**src/elevator_view_pkg.sv**
```systemverilog
`default_nettype none

package elevator_view_pkg;

    typedef logic [9:0] pixel_coord_t;
    typedef logic [3:0] level_t;
    typedef logic [3:0] color_chan_t;
    typedef logic [1:0] sim_code_t;
    typedef logic [2:0] floor_band_t;

    typedef struct packed {
        color_chan_t r;
        color_chan_t g;
        color_chan_t b;
    } rgb_t;

    typedef enum logic [1:0] {
        SIM_IDLE   = 2'd0,
        SIM_MOVING = 2'd1,
        SIM_STOP   = 2'd2
    } sim_state_t;

    typedef enum logic [2:0] {
        REG_BLANK   = 3'd0,
        REG_SKY     = 3'd1,
        REG_FACADE  = 3'd2,
        REG_OUTLINE = 3'd3,
        REG_SHAFT_L = 3'd4,
        REG_SHAFT_R = 3'd5,
        REG_GRASS   = 3'd6
    } region_t;

    // Per-pixel record between decode and the later stages
    typedef struct packed {
        region_t      region;
        pixel_coord_t y;
        floor_band_t  band;
        sim_state_t   state;
        level_t       level_l;
        level_t       level_r;
        logic         stop_sign;
    } scan_info_t;

    // Screen geometry
    localparam pixel_coord_t SCREEN_W        = 10'd640;
    localparam pixel_coord_t SCREEN_H        = 10'd480;
    localparam pixel_coord_t SIDE_MARGIN     = 10'd20;
    localparam pixel_coord_t TOP_MARGIN      = 10'd15;
    localparam pixel_coord_t FLOOR_H         = 10'd75;
    localparam pixel_coord_t CAR_H_IDLE      = 10'd70;
    localparam pixel_coord_t LEFT_FACADE_END = 10'd210;
    localparam pixel_coord_t SHAFT_L_END     = 10'd295;
    localparam pixel_coord_t OUTLINE_M_END   = 10'd305;
    localparam pixel_coord_t SHAFT_R_END     = 10'd395;
    localparam pixel_coord_t OUTLINE_R_END   = 10'd405;
    localparam pixel_coord_t STOP_X_END      = 10'd340;
    localparam pixel_coord_t STOP_Y_BEGIN    = 10'd200;
    localparam pixel_coord_t STOP_Y_END      = 10'd260;
    localparam level_t       TOP_LEVEL       = 4'd10;
    localparam floor_band_t  TOP_BAND        = 3'd5;

    // First grass row, and car top rows derived from it
    localparam pixel_coord_t GROUND_Y     = SCREEN_H - TOP_MARGIN;
    localparam pixel_coord_t CAR_TOP_BASE = GROUND_Y - FLOOR_H;
    localparam pixel_coord_t IDLE_CAR_TOP = GROUND_Y - CAR_H_IDLE;

    localparam rgb_t COL_SKY        = '{r: 4'd2,  g: 4'd8,  b: 4'd15};
    localparam rgb_t COL_BAND_DARK  = '{r: 4'd9,  g: 4'd10, b: 4'd10};
    localparam rgb_t COL_BAND_LIGHT = '{r: 4'd11, g: 4'd11, b: 4'd11};
    localparam rgb_t COL_BLACK      = '{r: 4'd0,  g: 4'd0,  b: 4'd0};
    localparam rgb_t COL_SHAFT      = '{r: 4'd8,  g: 4'd4,  b: 4'd1};
    localparam rgb_t COL_CAR        = '{r: 4'd4,  g: 4'd4,  b: 4'd4};
    localparam rgb_t COL_STOP       = '{r: 4'd15, g: 4'd0,  b: 4'd0};
    localparam rgb_t COL_GRASS      = '{r: 4'd0,  g: 4'd15, b: 4'd0};

endpackage

`default_nettype wire
```
**src/pixel_gen.sv**
```systemverilog
`timescale 1ns/10ps
`default_nettype none

module pixel_gen (
    input  wire logic                          clk,
    input  wire logic                          rst_n,
    input  wire logic                          enable,
    input  wire logic [7:0]                    destination,
    input  wire elevator_view_pkg::sim_code_t  sim_state,
    input  wire elevator_view_pkg::pixel_coord_t x_coord,
    input  wire elevator_view_pkg::pixel_coord_t y_coord,
    output elevator_view_pkg::rgb_t            rgb
);

    elevator_view_pkg::scan_info_t scan;
    elevator_view_pkg::rgb_t       shaft_rgb_l;
    elevator_view_pkg::rgb_t       shaft_rgb_r;

    // Stage 1, coordinates to region
    scan_region_decode decode_i (
        .clk         (clk),
        .rst_n       (rst_n),
        .enable      (enable),
        .destination (destination),
        .sim_state   (sim_state),
        .x_coord     (x_coord),
        .y_coord     (y_coord),
        .scan        (scan)
    );

    // Left shaft follows the upper nibble
    car_shaft_render shaft_l_i (
        .scan      (scan),
        .use_upper (1'b1),
        .shaft_rgb (shaft_rgb_l)
    );

    car_shaft_render shaft_r_i (
        .scan      (scan),
        .use_upper (1'b0),
        .shaft_rgb (shaft_rgb_r)
    );

    // Stage 2, colour select and output register
    pixel_color_out color_out_i (
        .clk         (clk),
        .rst_n       (rst_n),
        .scan        (scan),
        .shaft_rgb_l (shaft_rgb_l),
        .shaft_rgb_r (shaft_rgb_r),
        .rgb         (rgb)
    );

endmodule

`default_nettype wire

```
**src/pixel_color_out.sv**
```systemverilog
`timescale 1ns/10ps
`default_nettype none

module pixel_color_out (
    input  wire logic                          clk,
    input  wire logic                          rst_n,
    input  wire elevator_view_pkg::scan_info_t scan,
    input  wire elevator_view_pkg::rgb_t       shaft_rgb_l,
    input  wire elevator_view_pkg::rgb_t       shaft_rgb_r,
    output elevator_view_pkg::rgb_t            rgb
);

    elevator_view_pkg::rgb_t rgb_next;
    elevator_view_pkg::rgb_t band_rgb;

    // Floor bands alternate from the top, darkest first
    always_comb begin
        if (scan.band[0]) begin
            band_rgb = elevator_view_pkg::COL_BAND_LIGHT;
        end else begin
            band_rgb = elevator_view_pkg::COL_BAND_DARK;
        end
    end

    always_comb begin
        case (scan.region)
            elevator_view_pkg::REG_BLANK: begin
                rgb_next = elevator_view_pkg::COL_BLACK;
            end
            elevator_view_pkg::REG_SKY: begin
                rgb_next = elevator_view_pkg::COL_SKY;
            end
            elevator_view_pkg::REG_FACADE: begin
                rgb_next = band_rgb;
            end
            elevator_view_pkg::REG_OUTLINE: begin
                rgb_next = elevator_view_pkg::COL_BLACK;
            end
            elevator_view_pkg::REG_SHAFT_L: begin
                rgb_next = shaft_rgb_l;
            end
            elevator_view_pkg::REG_SHAFT_R: begin
                rgb_next = shaft_rgb_r;
            end
            elevator_view_pkg::REG_GRASS: begin
                rgb_next = elevator_view_pkg::COL_GRASS;
            end
            default: begin
                rgb_next = elevator_view_pkg::COL_BLACK;
            end
        endcase
    end

    // Output register, black while in reset
    always_ff @(posedge clk) begin
        if (!rst_n) begin
            rgb <= elevator_view_pkg::COL_BLACK;
        end else begin
            rgb <= rgb_next;
        end
    end

    a_blank_is_black: assert property (@(posedge clk) disable iff (!rst_n)
        scan.region == elevator_view_pkg::REG_BLANK |=> rgb == elevator_view_pkg::COL_BLACK)
        else $error("color out: blank pixel not black, got %h", rgb);

endmodule

`default_nettype wire

```
**src/car_shaft_render.sv**
```systemverilog
`timescale 1ns/10ps
`default_nettype none

module car_shaft_render (
    input  wire elevator_view_pkg::scan_info_t scan,
    input  wire logic                          use_upper,
    output elevator_view_pkg::rgb_t            shaft_rgb
);

    elevator_view_pkg::level_t       level_sel;
    elevator_view_pkg::level_t       level_clamped;
    elevator_view_pkg::pixel_coord_t lift;
    elevator_view_pkg::pixel_coord_t car_top;
    logic                            in_car;
    logic                            in_idle_car;

    // Car position from the destination level
    always_comb begin
        level_sel = use_upper ? scan.level_l : scan.level_r;
        if (level_sel > elevator_view_pkg::TOP_LEVEL) begin
            level_clamped = elevator_view_pkg::TOP_LEVEL;
        end else begin
            level_clamped = level_sel;
        end

        // Half a floor per level step, rounded down
        lift    = (elevator_view_pkg::pixel_coord_t'(level_clamped)
                   * elevator_view_pkg::FLOOR_H) >> 1;
        car_top = elevator_view_pkg::CAR_TOP_BASE - lift;

        in_car      = scan.y >= car_top
                   && scan.y < car_top + elevator_view_pkg::FLOOR_H;
        in_idle_car = scan.y >= elevator_view_pkg::IDLE_CAR_TOP;
    end

    always_comb begin
        case (scan.state)
            elevator_view_pkg::SIM_IDLE: begin
                shaft_rgb = in_idle_car ? elevator_view_pkg::COL_CAR
                                        : elevator_view_pkg::COL_SHAFT;
            end
            elevator_view_pkg::SIM_MOVING: begin
                shaft_rgb = in_car ? elevator_view_pkg::COL_CAR
                                   : elevator_view_pkg::COL_SHAFT;
            end
            default: begin
                // Stopped shaft goes dark, sign only where decode flagged it
                shaft_rgb = scan.stop_sign ? elevator_view_pkg::COL_STOP
                                           : elevator_view_pkg::COL_BLACK;
            end
        endcase
    end

    // Top level must land on the first facade row
    always_comb begin
        assert (car_top >= elevator_view_pkg::TOP_MARGIN
                && car_top <= elevator_view_pkg::CAR_TOP_BASE)
        else $error("render: car top %0d outside shaft", car_top);
    end

endmodule

`default_nettype wire

```
**src/scan_region_decode.sv**
```systemverilog
`timescale 1ns/10ps
`default_nettype none

module scan_region_decode (
    input  wire logic                            clk,
    input  wire logic                            rst_n,
    input  wire logic                            enable,
    input  wire logic [7:0]                      destination,
    input  wire elevator_view_pkg::sim_code_t    sim_state,
    input  wire elevator_view_pkg::pixel_coord_t x_coord,
    input  wire elevator_view_pkg::pixel_coord_t y_coord,
    output elevator_view_pkg::scan_info_t        scan
);

    logic                             in_sky;
    logic                             in_facade;
    logic                             in_outline;
    logic                             in_shaft_l;
    logic                             in_shaft_r;
    logic                             above_ground;
    elevator_view_pkg::pixel_coord_t  y_off;
    elevator_view_pkg::pixel_coord_t  band_raw;
    elevator_view_pkg::scan_info_t    scan_next;

    always_comb begin
        above_ground = y_coord < elevator_view_pkg::GROUND_Y;
        in_sky = (x_coord < elevator_view_pkg::SIDE_MARGIN)
              || (x_coord >= elevator_view_pkg::SCREEN_W - elevator_view_pkg::SIDE_MARGIN
                  && x_coord < elevator_view_pkg::SCREEN_W && above_ground)
              || (y_coord < elevator_view_pkg::TOP_MARGIN);
        in_facade = (x_coord >= elevator_view_pkg::SIDE_MARGIN
                     && x_coord < elevator_view_pkg::LEFT_FACADE_END)
                 || (x_coord >= elevator_view_pkg::OUTLINE_R_END
                     && x_coord < elevator_view_pkg::SCREEN_W - elevator_view_pkg::SIDE_MARGIN);
        in_outline = (x_coord >= elevator_view_pkg::SHAFT_L_END
                      && x_coord < elevator_view_pkg::OUTLINE_M_END)
                  || (x_coord >= elevator_view_pkg::SHAFT_R_END
                      && x_coord < elevator_view_pkg::OUTLINE_R_END);
        in_shaft_l = x_coord >= elevator_view_pkg::LEFT_FACADE_END
                  && x_coord < elevator_view_pkg::SHAFT_L_END;
        in_shaft_r = x_coord >= elevator_view_pkg::OUTLINE_M_END
                  && x_coord < elevator_view_pkg::SHAFT_R_END;

        // Only used on facade rows, which are never above the top margin
        y_off    = y_coord - elevator_view_pkg::TOP_MARGIN;
        band_raw = y_off / elevator_view_pkg::FLOOR_H;

        scan_next.y       = y_coord;
        scan_next.level_l = destination[7:4];
        scan_next.level_r = destination[3:0];
        if (band_raw > elevator_view_pkg::pixel_coord_t'(elevator_view_pkg::TOP_BAND)) begin
            scan_next.band = elevator_view_pkg::TOP_BAND;
        end else begin
            scan_next.band = band_raw[2:0];
        end

        case (sim_state)
            2'd0:    scan_next.state = elevator_view_pkg::SIM_IDLE;
            2'd1:    scan_next.state = elevator_view_pkg::SIM_MOVING;
            default: scan_next.state = elevator_view_pkg::SIM_STOP;
        endcase

        if (!enable) begin
            scan_next.region = elevator_view_pkg::REG_BLANK;
        end else if (in_sky) begin
            scan_next.region = elevator_view_pkg::REG_SKY;
        end else if (in_facade) begin
            scan_next.region = elevator_view_pkg::REG_FACADE;
        end else if (above_ground && in_outline) begin
            scan_next.region = elevator_view_pkg::REG_OUTLINE;
        end else if (above_ground && in_shaft_l) begin
            scan_next.region = elevator_view_pkg::REG_SHAFT_L;
        end else if (above_ground && in_shaft_r) begin
            scan_next.region = elevator_view_pkg::REG_SHAFT_R;
        end else begin
            scan_next.region = elevator_view_pkg::REG_GRASS;
        end

        // Red sign box sits in the right shaft only
        scan_next.stop_sign = scan_next.region == elevator_view_pkg::REG_SHAFT_R
                           && scan_next.state == elevator_view_pkg::SIM_STOP
                           && x_coord < elevator_view_pkg::STOP_X_END
                           && y_coord >= elevator_view_pkg::STOP_Y_BEGIN
                           && y_coord < elevator_view_pkg::STOP_Y_END;
    end

    always_ff @(posedge clk) begin
        scan <= scan_next;
        if (!rst_n) begin
            scan.region    <= elevator_view_pkg::REG_BLANK;
            scan.state     <= elevator_view_pkg::SIM_IDLE;
            scan.stop_sign <= 1'b0;
        end
    end

    a_blank_when_disabled: assert property (@(posedge clk) disable iff (!rst_n)
        !enable |=> scan.region == elevator_view_pkg::REG_BLANK)
        else $error("decode: disabled pixel not blank");

    a_band_in_range: assert property (@(posedge clk) disable iff (!rst_n)
        scan.band <= elevator_view_pkg::TOP_BAND)
        else $error("decode: band %0d out of range", scan.band);

endmodule

`default_nettype wire

```
**config.mk**
```make
export PLATFORM = sky130hd
export DESIGN_NAME = pixel_gen
export DESIGN_NICKNAME = d
export VERILOG_FILES = /design/src/elevator_view_pkg.sv /design/src/pixel_gen.sv /design/src/pixel_color_out.sv /design/src/car_shaft_render.sv /design/src/scan_region_decode.sv
export SDC_FILE = /design/constraint.sdc
export NUM_CORES = 1
export LEC_CHECK = 0
export BUFFER_PORTS_ARGS = -buffer_cell sky130_fd_sc_hd__buf_2
export CAP_MARGIN = 20
export CORE_MARGIN = 3
export CORE_UTILIZATION = 27
export CTS_CLUSTER_SIZE = 28
export DETAILED_ROUTE_END_ITERATION = 8
export SLEW_MARGIN = 15
export SYNTH_ARGS = -nofsm -noshare
export SYNTH_HDL_FRONTEND = slang
export SYNTH_SLANG_ARGS = --single-unit
```
**constraint.sdc**
```tcl
create_clock -name clk -period 5.5 [get_ports clk]
set_input_delay 0.55 -clock clk [delete_from_list [all_inputs] [get_ports clk]]
set_output_delay 0.55 -clock clk [all_outputs]
set_load 0.02 [all_outputs]
```
==> run metrics <==
outcome=complete, no violations; Endpoint, Worst Hold=decode_i.scan[6]$_DFF_P_; Pins Over Slew Limit=0; switching pwr=0.568 mW; detailed placement HPWL=8160 um; hold_sp=destination[5]; Post-Layout Cell Count=812; async set or reset register ratio after synthesis=0%; maxcap violations=0; post-synthesis cell area=0.00463 mm2; most frequent cells in the layout=ha_1 (78), buf_2 (44), inv_1 (37); syn_area_per_cell=8.28 um2; drt wl/cell=12.6 um; Arr. time, crit path=5.18 ns; io pins=45; die height=137 um; first-pass GRT wire length=17600 um; Root Driver=clkbuf_16; synth-to-layout area growth=12.2%; first-pass iteration count of the detailed router=4; Net Count, Synth=672; placed cells=804; Slew HR=44.2%; Reg power frac=19.9%; critical path launch point=decode_i.scan[8]$_DFF_P_; post-layout min period=4.98 ns; crit path capture type=register; maximum clock rate=201 MHz; Pleak=2.34 nW; Total GRT Usage=11.1%; endpoints failing hold=0; Reg clk slew, reported paths=0.05 ns; vias in the first global route=3760; Yosys warnings=0; CP max FO=7; R2R Path End=color_out_i.rgb[10]$_SDFF_PN0_; final wirelength=10300 um; Initial Util=27.7%; clock power share=21.2%; critical path launch point type=register; top_reg_cell synth=dfxtp_1; total gr overflow=0; Synth cell types=82; Fin Clk Skew=0.00494 ns; slew of the pin with the lowest slew margin=0.826 ns; hold_buf cts=0; layout cell share with drive strength beyond 1=13.3%; Top Usage Layer GRT=met2; worst hold path type=in -> reg; Setup Total Neg Slack=0 ns; Die X=137 um; Clock Path Buffers=2; crit share post-route=90.6%; Sw Share=38.6%; fin util=31.1%; DRT antenna net count=0; # rows=47; Post-synth EDFFs=0; met1 usage=14.9%; WS Path Type=reg -> reg; Post-route DRC=0; R2R depth=21; Final nets=704; Post-Synthesis Cells=559; clk sinks=36; commonest non-fill, non-tap cell in the layout=ha_1; endpoints failing setup=0; Die Area=0.0188 mm2; met2 usage=19.2%; Crit path required time=5.70 ns; largest net degree at the start of global routing=23; met3 usage=0.882%; Worst IR Drop VDD=0.000126 V; Comb pwr share=58.9%; Pwr Density=283 mW/mm2; reg-to-reg slack, setup=0.52 ns; antenna cells=0; Core ar.=0.0167 mm2; GPL Wtd Cong=0.819; DR vias=3971; initial antenna violation count=0; vias per cell=4.89; number of port buffers=44; reg2reg start=decode_i.scan[8]$_DFF_P_; H-tree depth=2; Hold Crit Depth=1; CTS tree=done; drt initial violations=185; total CTS buffers=5; register area share after synthesis=15.6%; register bit total from synthesis=36; Worst-Skew Late Latency=0.28 ns; P_int=0.904 mW; RSZ-0062 raised after global routing=false
-- synthesized netlist by cell type, drive strengths merged, types with 4 or more instances --
| cell | number | area share (%) |
|---|---|---|
| ha | 78 | 21 |
| inv | 37 | 3.0 |
| dfxtp | 36 | 16 |
| nand2 | 33 | 2.8 |
| o21ai | 33 | 3.8 |
| nor2 | 31 | 2.6 |
| xnor2 | 27 | 5.7 |
| a21o | 24 | 3.9 |
| o21a | 24 | 3.9 |
| a21oi | 23 | 2.5 |
| xor2 | 22 | 4.2 |
| nor2b | 15 | 2.0 |
| nand2b | 12 | 1.6 |
| a31oi | 11 | 1.6 |
| buf | 11 | 1.5 |
| clkbuf | 10 | 0.81 |
| nand3 | 9 | 0.97 |
| nor3 | 9 | 0.97 |
| and3 | 8 | 1.1 |
| mux2 | 7 | 1.8 |
| and2 | 6 | 0.81 |
| o32ai | 6 | 1.1 |
| or3 | 6 | 0.81 |
| or4 | 5 | 0.92 |
| nor3b | 4 | 0.65 |
| o21bai | 4 | 0.65 |
| o22ai | 4 | 0.54 |
| or3b | 4 | 0.76 |
-- cell families after synthesis --
group                    count (synthesis)  share of synthesized area, %
other                                    1                        0.0810
multiplexers                            10                          2.43
buffers and inverters                   58                          5.32
AND/OR/NAND/NOR                        156                          18.5
AO/OA/AOI/OAI                          167                          25.9
XOR/XNOR                                49                          9.84
adder cells (fa/ha/maj)                 82                          22.4
flip-flops                              36                          15.6
-- critical path, cell delays in order (launching register included) --
cell and delay, ns:
dfxtp_1 0.45, nor2b_1 0.15, ha_1 0.29, inv_1 0.05, fa_1 0.49, inv_1 0.05
ha_1 0.35, ha_1 0.16, inv_1 0.04, o21ai_1 0.17, or3b_2 0.49, xnor2_1 0.19
or3b_2 0.52, xor2_1 0.16, ha_1 0.29, o21a_1 0.10, o21a_1 0.16, o21a_1 0.16
o21ai_0 0.12, and3_1 0.19, a211o_1 0.17, nor3b_1 0.17
-- how the worst max path moves through the flow --
| stage | endpoint | slack (ns) | cells after the start |
|---|---|---|---|
| final | color_out_i.rgb[10]$_SDFF_PN0_ | 0.52 | 21 |
| after detailed placement | color_out_i.rgb[10]$_SDFF_PN0_ | 0.49 | 21 |
| after floorplan | color_out_i.rgb[10]$_SDFF_PN0_ | 0.81 | 21 |
| after global routing | color_out_i.rgb[10]$_SDFF_PN0_ | 0.08 | 21 |
| after global placement | color_out_i.rgb[10]$_SDFF_PN0_ | 0.54 | 21 |
| after CTS | color_out_i.rgb[10]$_SDFF_PN0_ | 0.45 | 21 |
-- layer usage --
layer  vias to the layer above  share of wire, %
met5                         -                 0
met4                         0               1.4
met3                         8               1.9
met2                        54                48
met1                      1807                49
li1                       2102                 -
-- registers in the layout (all words and copies together), names as in the netlist --
register         count
decode_i.scan       25
color_out_i.rgb     11
-- stage by stage --
stage               total power [mW]  area (um2)  setup WS [ns]  hold slack, ns
floorplan                       1.00        4630          0.810           0.428
global placement                1.17        5030          0.541           0.460
detailed placement              1.16        5030          0.492           0.470
CTS                             1.49        5200          0.452           0.365
global route                    1.63        5200         0.0786           0.366
finish                          1.47        5200          0.519           0.372
-- power by group through the flow --
stage          combinational, mW  clock [mW]  sequential, mW
2_1_floorplan              0.705           0           0.298
3_3_place_gp               0.868           0           0.298
3_5_place_dp               0.866           0           0.298
4_1_cts                    0.876       0.323           0.293
5_1_grt                     1.00       0.332           0.295
6_report                   0.868       0.312           0.292
-- cell type report --
class	count	area (um2)
clock buffer	6	129
clock inverter	2	35.0
fill	1800	11500
inverter	37	139
multi-input combinational	465	3660
sequential	36	721
tap	220	275
timing repair buffer	46	235
-- repair_timing --
action | 4_1_cts | 5_1_grt
resized for setup | 0 | 1
endpoints found under the hold margin | 0 | 0
setup endpoints to repair | 0 | 1
setup buffers | 0 | 0
Power figures use the tool's default switching activity.
